$ cat src/hw/bpu_pkg.sv
package bpu_pkg;

	// address and cache geometry
	localparam int VADDR_WIDTH       = 32;
	localparam int ICACHE_LINE_WIDTH = 256;
	localparam int ICACHE_ADDR_WIDTH = $clog2(ICACHE_LINE_WIDTH / 8);

	// table index starts above the 8-byte pair offset
	localparam int BPU_ENTRIES   = 64;
	localparam int BPU_IDX_WIDTH = $clog2(BPU_ENTRIES);
	localparam int BPU_IDX_LSB   = 3;
	localparam int BTB_TAG_WIDTH = 23;

	typedef logic [VADDR_WIDTH-1:0]   virt_t;
	typedef logic [1:0]               cf_t;
	// upper bit set means taken
	typedef logic [1:0]               counter_t;
	typedef logic [BPU_IDX_WIDTH-1:0] bpu_idx_t;
	typedef logic [BTB_TAG_WIDTH-1:0] btb_tag_t;

	// control-flow kinds
	localparam cf_t CF_NONE     = 2'd0;
	localparam cf_t CF_BRANCH   = 2'd1;
	localparam cf_t CF_JUMP     = 2'd2;
	localparam cf_t CF_INDIRECT = 2'd3;

	typedef struct packed {
		logic     valid;
		virt_t    pc;
		virt_t    target;
		cf_t      cf;
		logic     taken;
		counter_t counter;
	} branch_resolved_t;

	typedef struct packed {
		logic  valid;
		virt_t pc;
	} presolved_branch_t;

	typedef struct packed {
		logic     valid;
		logic     taken;
		logic     wait_delayslot;
		cf_t      cf;
		counter_t counter;
		virt_t    target;
	} branch_predict_t;

	typedef struct packed {
		logic     valid;
		virt_t    pc;
		logic     taken;
		counter_t counter;
	} bht_update_t;

	typedef struct packed {
		logic  valid;
		virt_t pc;
		virt_t target;
		cf_t   cf;
	} btb_update_t;

	typedef struct packed {
		cf_t   cf;
		virt_t target;
	} btb_predict_t;

	function automatic bpu_idx_t bpu_index(input virt_t pc);
		return pc[BPU_IDX_LSB +: BPU_IDX_WIDTH];
	endfunction

	function automatic btb_tag_t btb_tag(input virt_t pc);
		return pc[VADDR_WIDTH-1 -: BTB_TAG_WIDTH];
	endfunction

endpackage

$ cat src/hw/resolve_port.sv
`timescale 1ns/1ps

module resolve_port import bpu_pkg::*; (
	input  logic             clk,
	input  logic             rst,
	input  logic             resolve_req,
	input  branch_resolved_t resolved_in,
	output logic             resolve_ack,
	output branch_resolved_t resolved_branch
);

	typedef enum logic [1:0] {
		IDLE,
		PULSE,
		WAIT_DROP
	} resolve_port_state_t;

	resolve_port_state_t state;
	branch_resolved_t    payload;

	always_ff @(posedge clk) begin
		if (rst) begin
			state <= IDLE;
		end else begin
			case (state)
				IDLE:      if (resolve_req) state <= PULSE;
				PULSE:     state <= WAIT_DROP;
				// hold ack until the back end lets go of req
				WAIT_DROP: if (!resolve_req) state <= IDLE;
				default:   state <= IDLE;
			endcase
		end
	end

	// payload is stable while req is high
	always_ff @(posedge clk) begin
		if (state == IDLE && resolve_req) begin
			payload <= resolved_in;
		end
	end

	always_comb begin
		resolved_branch       = payload;
		resolved_branch.valid = state == PULSE;
	end

	assign resolve_ack = state == WAIT_DROP;

endmodule

$ cat config.mk
export PLATFORM = sky130hd
export DESIGN_NAME = resolve_port
export DESIGN_NICKNAME = d
export VERILOG_FILES = /design/src/hw/bpu_pkg.sv /design/src/hw/resolve_port.sv
export SDC_FILE = /design/constraint.sdc
export NUM_CORES = 1
export LEC_CHECK = 0
export ABC_AREA = 1
export BUFFER_PORTS_ARGS = -buffer_cell sky130_fd_sc_hd__buf_2
export CAP_MARGIN = 40
export CORE_ASPECT_RATIO = 0.75
export CORE_MARGIN = 8
export CORE_UTILIZATION = 37
export DETAILED_ROUTE_END_ITERATION = 8
export PLACE_DENSITY = 0.75
export SYNTH_ARGS = -nofsm -noshare
export SYNTH_HDL_FRONTEND = slang
export SYNTH_SLANG_ARGS = --single-unit
export TNS_END_PERCENT = 30
$ cat constraint.sdc
create_clock -name clk -period 3.9 [get_ports clk]
set_input_delay 0.78 -clock clk [delete_from_list [all_inputs] [get_ports clk]]
set_output_delay 0.78 -clock clk [all_outputs]
set_load 0.03 [all_outputs]
== Yosys cells after proc, flatten, opt, wreduce, memory -nomap -nowiden ==
Cells that the tools add are included.
Widths: inputs -> output; s select.
Storage, ports and cells
  flip-flop bits (word level): 71
  bits in latches: 0
  memory bits (writable): 0
  bits in read-only memories: 0
  word-level logic and storage cells: 16
  memories kept: 0
Operators by class
  $add $sub $neg: 0
  multiply operators: 0
  divide/modulo/power cells: 0
  magnitude comparators: 0
  equal/unequal tests: 4
  shift operators: 0
  mux-type cells: 3
  bitwise gates (word level): 0
  reduce and logical (&&, ||, !) cells: 3
Operator list (count)
  $pmux 2 s3: 1
  $mux 2: 2
  $ne 2x2->1 const B: 2
  $eq 2x1->1 const B: 1
  $eq 2x2->1 const B: 1
  $logic_not 2->1: 1
  $reduce_and 2->1: 1
  $logic_and 1x1->1: 1

== Longest topological paths before layout ==
Gate-level depths: netlist (run 1).
  word-level depth: 3
  depth in mapped cells: 3

== Worst setup path after synthesis (run 1) ==
Ideal clock, no wire load.
  path kind: input port to flip-flop
  start point: in resolve_req
  end point: reg payload (netlist bit resolved_branch[0]) (enable)
  setup time: 496 ps
  arrival time: 3709 ps
  data required time: 3404 ps
  path slack: -306 ps
  stages on the path: 2
  buffers on the path: 0
  cells stage by stage: inv_1 > nor2_1
On the way
  longest elaborated chain between the ends: 1
RTL lines
  start: declaration: RTL line resolve_port.sv:6  | input logic resolve_req,
  $logic_and 1x1->1: RTL line resolve_port.sv:37  | if (state == IDLE && resolve_req) begin
  end signal: assignment: RTL line resolve_port.sv:38  | payload <= resolved_in;
  end: declaration: RTL line resolve_port.sv:19  | branch_resolved_t payload;
Every way passes these cells.
A chain may end at the register's enable or synchronous reset.

==> results of run 1 <==
-- cells in the mapped netlist --
library cell   n  share of area, %
edfxtp_1      69                96
inv_1          3              0.52
dfxtp_1        2               1.8
nand2_1        2              0.35
nor2_1         2              0.35
a21oi_2        1              0.40
inv_2          1              0.17
nand3_1        1              0.23
nor3_2         1              0.46
-- metrics by stage --
| step | hold WS [ps] | area, sq um |
|---|---|---|
| floorplan | 472 | 2170 |
| global placement | 489 | 3000 |
| detailed placement | 491 | 3030 |
| CTS | 504 | 3210 |
| global route | 525 | 3210 |
| finish | 504 | 3210 |
-- worst max-delay path, stage by stage, from the launching register on --
cell,delay (ps)
dfxtp_1,370
nand2_1,100
inv_1,70
buf_2,190
-- worst paths after layout --
check / startpoint / endpoint / slack (ps) / cells past startpoint
worst max-delay path: state[0] / resolved_branch[69] / 2040 / 3
worst min-delay path: state[1] / state[1] / 500 / 2
worst min register to register: state[1] / state[1] / 500 / 2
worst max register to register: state[0] / resolved_branch[67] / 2390 / 4
-- metal layers --
| layer | routed length (um) | part of all wire, % | up-vias |
|---|---|---|---|
| met5 | 0 | 0 | - |
| met4 | 105 | 1.9 | 0 |
| met3 | 892 | 16 | 9 |
| met2 | 2800 | 50 | 87 |
| met1 | 1810 | 32 | 632 |
| li1 | - | - | 632 |
-- layout by cell type (no fill, tap or decap), drive strengths merged --
cell type	count
a21oi	1
buf	144
clkbuf	9
clkinv	3
clkinvlp	2
dfxtp	2
edfxtp	69
inv	6
nand2	2
nand3	1
nor2	2
nor3	1
-- layout make-up --
class                           instances  area, sq um  share of cell area, %
Clock buffer                            9          124                   3.86
Clock inverter                          7         56.3                   1.75
Tap cell                               78         97.6                   3.04
Inverter                                4         15.0                  0.468
Multi-Input combinational cell          7         46.3                   1.44
Sequential cell                        71         2110                   65.8
Timing Repair Buffer                  144          758                   23.6
-- report_power, final --
group,internal [W],switching [W]
logic,0.0000659,0.000155
registers,0.000898,0.0000110
clock network,0.000237,0.000285
total,0.00120,0.000452
-- registers in the layout (all words and copies together), names as in the netlist --
register	count
state	2
resolved_branch	69
-- kinds of logic (layout without fill, tap and decap cells) --
logic type      Yosys count  in the layout  synth area share [%]
compound gates            1              1                 0.404
simple gates              6              6                  1.39
buf+inv                   4            164                 0.693
flops                    71             71                  97.5
==> results_dict.tcl, run 1 <==
set metrics [dict create \
    remaining_drc_errors 0 \
    power_w 0.00165 \
    ys_warn_count 0 \
    ys_ff_latch 71 \
    port_buffers 142 \
    ant_nets 0 \
    drv_slew 0 \
    syn_area_per_cell_sq_um 26.4 \
    min_period_ps 1860 \
    criticalPathCategory "flip-flop to output pin" \
    busiest_layer "met2" \
    finalSetupTns_ps 0 \
    hold_buffers 0 \
    grt_pass1_vias 1524 \
    grt_usage_pct 13.3 \
    wirelength_mm 5.60 \
    status "completed" \
    period_share_pct 47.8 \
    htreeDepth 3 \
    cts.reportedPaths.clkPinSlew_ps 80 \
    hold_violations 0 \
    cap_violations 0 \
    synth_nets 155 \
    wire_per_inst_um 17.5 \
    grt_use_met3_pct 9.77 \
    worstPathRequired_ps 3120 \
    crit_path_start_kind "flip-flop" \
    leakage_nw 1.38 \
    antenna_found_initial 0 \
    clk_latency_ps 340 \
    tightestPinTransition_ps 397 \
    n_antenna_cell 0 \
    grt_use_met2_pct 22.0 \
    initial_utilization_pct 37.8 \
    synth.distinct_cells 9 \
    slew-limit-headroom_pct 73.5 \
    dp_slack_ps 1970 \
    cts-root-buf "clkbuf_8" \
    first_iter_violations 98 \
    ir_worst_vdd_mv 0.332 \
    clockBufferDepth 2 \
    setup_viol 0 \
    io_pins 144 \
    min_path_type "flip-flop to flip-flop" \
    setup_ws_ps 2040 \
    critPathMaxFanout 3 \
    power.density_mw_per_mm2 515 \
    core_area_sq_mm 0.00574 \
    netlist_area_sq_mm 0.00217 \
    die_y_um 82.3 \
    cts_tree "done" \
    fillers 472 \
    arrival_ps 1080 \
    gp_congestion 0.731 \
    rsz0062_at_grt "false" \
    nets 310 \
    place_hpwl_mm 4.41 \
    place_inst 304 \
    final_layout_size_suffix_gt1_share_pct 67.4 \
    drtPass1Iterations 4 \
    grtUsageMet1_pct 11.7 \
    fmax_mhz 536 \
    cts_setup_buffers 0 \
    fp.dieW_um 104 \
    cts_made_buffers 9 \
    routed_via_density 4.25 \
    grt_max_degree 35 \
    fp.dieArea_sq_mm 0.00858 \
    skew_ps 12.8 \
    final_util_pct 56.0 \
    ys_seq_area_share_pct 97.5 \
    cts-resized-gates 0 \
    final_cell_count_no_fill 320 \
    area_growth_pct 48.2 \
    fp-row-count 24 \
    grt_pass1_wl_mm 8.25 \
    overflow 0 \
    syn_inst 82 \
    cts.sinks 71 \
    critPathCaptureType "output pin" \
    dr_total_vias 1360 \
]
(Power assumes the default switching activity.)
==> run 2: changes to the inputs <==
Clock period 3.9 ns to 1.6 ns, I/O delays scaled along.
==> results_dict.tcl, run 2 (synthesized netlist as in run 1, its figures left out) <==
set metrics [dict create \
    min_period_ps 1400 \
    ant_nets 0 \
    critPathCaptureType "output pin" \
    drtPass1Iterations 3 \
    holdWs_ps 149 \
    cts.sinks 71 \
    ir_worst_vdd_mv 0.771 \
    p_int_w 0.00338 \
    setup_viol 0 \
    final_util_pct 56.8 \
    area_growth_pct 50.4 \
    cp_slowest_stage_delay_ps 330 \
    switching_share_pct 23.8 \
    power.density_mw_per_mm2 1360 \
    cts_setup_buffers 0 \
    nets 310 \
    layout_common_cells "buf_2 (142), edfxtp_1 (69), clkbuf_8 (9), bufinv_16 (3)" \
    wire_per_inst_um 16.7 \
    crit_path_start_kind "flip-flop" \
    place_hpwl_mm 4.21 \
    overflow 0 \
    path_buf_inv 3 \
    cts_made_buffers 9 \
    switchingPower_w 0.00105 \
    fp.dieW_um 104 \
    grt_pass1_vias 1542 \
    grt_usage_pct 12.8 \
    fp.dieArea_sq_mm 0.00858 \
    n_antenna_cell 0 \
    port_buffers 142 \
    die_y_um 82.3 \
    min_path_type "input port to flip-flop" \
    cts.reportedPaths.clkPinSlew_ps 80 \
    initial_utilization_pct 37.8 \
    wirelength_mm 5.35 \
    grt_max_degree 44 \
    final_layout_size_suffix_gt1_share_pct 69.0 \
    hold_buffers 0 \
    slew-limit-headroom_pct 78.2 \
    reg2reg_slack_ps 320 \
    critPathMaxFanout 3 \
    worstPathRequired_ps 1280 \
    final_common_cell "buf_2" \
    period_share_pct 87.3 \
    htreeDepth 3 \
    cts-resized-gates 0 \
    crit_family "buffers and inverters" \
    fmax_mhz 716 \
    arrival_ps 1080 \
    cts_tree "done" \
    clockBufferDepth 2 \
    leakage_nw 1.41 \
    cpMaxStageDelayCell "dfxtp_1" \
    tightestPinTransition_ps 327 \
    crit_chain "inv_2 -> nand2_1 -> inv_1 -> buf_2" \
    status "completed" \
    skew_ps 9.09 \
    clockPowerShare_pct 38.2 \
    grt_pass1_wl_mm 8.02 \
    antenna_found_initial 0 \
    clk_latency_ps 340 \
    criticalPathCategory "flip-flop to output pin" \
    routed_via_density 4.15 \
    hold_violations 0 \
    largest_reg_flops 69 \
    cts-root-buf "clkbuf_8" \
    gp_congestion 0.659 \
    remaining_drc_errors 0 \
    rsz0062_at_grt "false" \
    p_comb_share_pct 11.8 \
    dr_total_vias 1327 \
    cap_violations 0 \
    core_area_sq_mm 0.00574 \
    fp-row-count 24 \
    io_pins 144 \
    drv_slew 0 \
    seq_power_share_pct 50.0 \
    first_iter_violations 28 \
]
## run 2: changes by cell type in the layout (fill, tap and decap cells not counted), sizes merged
cell / before / now
clkinvlp: 2 / 1
clkinv: 3 / 2
inv: 6 / 5
bufinv: 0 / 3
## run 2: path summary, 6_finish.rpt
path | start | end | cells past startpoint
setup reg to reg | state[1] | resolved_branch[63] | 4
hold reg to reg | state[1] | state[1] | 2
setup / recovery | state[1] | resolved_branch[69] | 4
hold / removal | resolved_in[32] | resolved_branch[32] | 1
## run 2: routing by layer
metal	global-route usage, %	vias up	routed length (um)	part of all wire (%)
li1	-	628	-	-
met1	10.5	603	1660	31
met2	21.4	87	2680	50
met3	10.9	9	913	17
met4	6.91	0	89	1.7
met5	0	-	0	0
## run 2: per-stage QoR
step                power (W)  std cells  instance area, sq um  setup slack, ps  setup TNS, ps
detailed placement    0.00279        304                  3010              313              0
floorplan             0.00257         82                  2180             -287         -19780
global route          0.00459        320                  3260              121              0
global placement      0.00278        304                  3010              337              0
CTS                   0.00450        320                  3260              181              0
finish                0.00444        320                  3260              204              0
## run 2: final cells by class
class	instances	area, sq um
Sequential cell	71	2110
Tap cell	78	97.6
Multi-Input combinational cell	7	48.8
Inverter	4	15.0
Timing Repair Buffer	144	738
Fill cell	465	2480
Clock inverter	7	120
Clock buffer	9	124
## run 2: power groups by stage
stage               Sequential (W)  Clock (W)  Combinational, W
floorplan                  0.00251          0         0.0000614
global placement           0.00225          0          0.000524
detailed placement         0.00226          0          0.000535
CTS                        0.00222    0.00175          0.000536
global route               0.00223    0.00180          0.000559
finish                     0.00222    0.00169          0.000525
==> run 3: changes to the inputs <==
Settings changed: CORE_MARGIN 8 to default.
==> results_dict.tcl, run 3 (synthesized netlist as in run 1, its figures left out) <==
set metrics [dict create \
    grt_max_degree 40 \
    initial_utilization_pct 39.4 \
    ant_nets 0 \
    nets 310 \
    holdWs_ps 157 \
    fp-row-count 23 \
    crit_path_start_kind "flip-flop" \
    grt_use_met3_pct 10.0 \
    fp.dieW_um 90.3 \
    htreeDepth 3 \
    min_path_type "input port to flip-flop" \
    ir_worst_vdd_mv 0.695 \
    setup_viol 0 \
    period_share_pct 84.2 \
    core_area_sq_mm 0.00550 \
    dr_total_vias 1321 \
    critPathCaptureType "output pin" \
    slew-limit-headroom_pct 86.4 \
    layout_common_cells "buf_2 (142), edfxtp_1 (69), clkbuf_8 (9), clkinv_2 (4)" \
    grt_pass1_wl_mm 5.84 \
    largest_reg_flops 69 \
    port_buffers 142 \
    cts.sinks 71 \
    hold_violations 0 \
    register_area_sq_mm 0.00211 \
    power.density_mw_per_mm2 1260 \
    antenna_found_initial 0 \
    fmax_mhz 742 \
    area_growth_pct 47.7 \
    cts-resized-gates 0 \
    multi_input_area_sq_um 48.8 \
    busiest_layer "met2" \
    worstPathRequired_ps 1280 \
    status "completed" \
    critPathMaxFanout 3 \
    io_pins 144 \
    dpl_cell_area_sq_mm 0.00302 \
    skew_ps 9.45 \
    design_area_sq_mm 0.00320 \
    cts.reportedPaths.clkPinSlew_ps 70 \
    die_y_um 68.3 \
    remaining_drc_errors 0 \
    place_hpwl_mm 3.10 \
    wirelength_mm 4.15 \
    fillers 458 \
    cts_setup_buffers 0 \
    grt_use_met2_pct 21.4 \
    tightestPinTransition_ps 204 \
    rsz0062_at_grt "false" \
    grt_pass1_vias 1234 \
    cts_tree "done" \
    wire_per_inst_um 13.1 \
    overflow 0 \
    cts-root-buf "clkbuf_8" \
    grtUsageMet1_pct 13.9 \
    arrival_ps 1030 \
    n_antenna_cell 0 \
    grt_usage_pct 14.0 \
    drtPass1Iterations 4 \
    clk_latency_ps 330 \
    final_layout_size_suffix_gt1_share_pct 68.5 \
    min_period_ps 1350 \
    drv_slew 0 \
    cap_violations 0 \
    criticalPathCategory "flip-flop to output pin" \
    routed_via_density 4.18 \
    cts_made_buffers 9 \
    first_iter_violations 38 \
    leakage_nw 1.39 \
    hold_buffers 0 \
    fp.dieArea_sq_mm 0.00617 \
    clockBufferDepth 2 \
    final_common_cell "buf_2" \
    gp_congestion 0.645 \
]
run 3: cell types whose count changed in the layout (fill, tap and decap cells not counted), sizes merged:
cell      delta
bufinv       -2
inv          -1
clkbuf       +1
clkinvlp     -1
clkinv       +2
run 3: cell type report:
class | instances | area share, %
clock inverters | 5 | 1.56
inverters | 4 | 0.469
flip-flops and latches | 71 | 66.1
well taps | 75 | 2.93
multi-input cells | 7 | 1.53
clock buffers | 10 | 3.99
repair buffers | 144 | 23.5
run 3: path summary, 6_finish.rpt:
path / startpoint / endpoint / slack (ps) / cells after the start
max: state[1] / resolved_branch[69] / 250 / 4
min: resolved_in[16] / resolved_branch[16] / 160 / 1
max reg2reg: state[0] / resolved_branch[20] / 400 / 4
min reg2reg: state[1] / state[1] / 500 / 2
run 3: routing by layer:
metal	wire length, um	up-vias
li1	-	628
met1	1550	582
met2	1910	101
met3	599	10
met4	86	0
met5	0	-
run 3: through the flow:
step,cells,TNS [ps],setup slack [ps],utilization (%),total power [W]
finish,316,0,252,58.2,0.00403
global route,316,0,167,58.2,0.00418
CTS,316,0,222,58.2,0.00409
detailed placement,301,0,382,55.0,0.00279
global placement,301,0,402,55.0,0.00277
floorplan,82,-19780,-287,-,0.00257
run 3: where the power goes:
group	internal (W)	switching, W	leakage [nW]
sequential	0.00219	0.0000268	0.677
combinational	0.000158	0.000366	0.614
clock	0.000700	0.000587	0.0957
total	0.00305	0.000980	1.39
run 3: critical path, stage by stage (launching register included):
cell     delay [ps]
dfxtp_1         320
inv_2            70
nand2_1          70
inv_1            60
buf_2           180
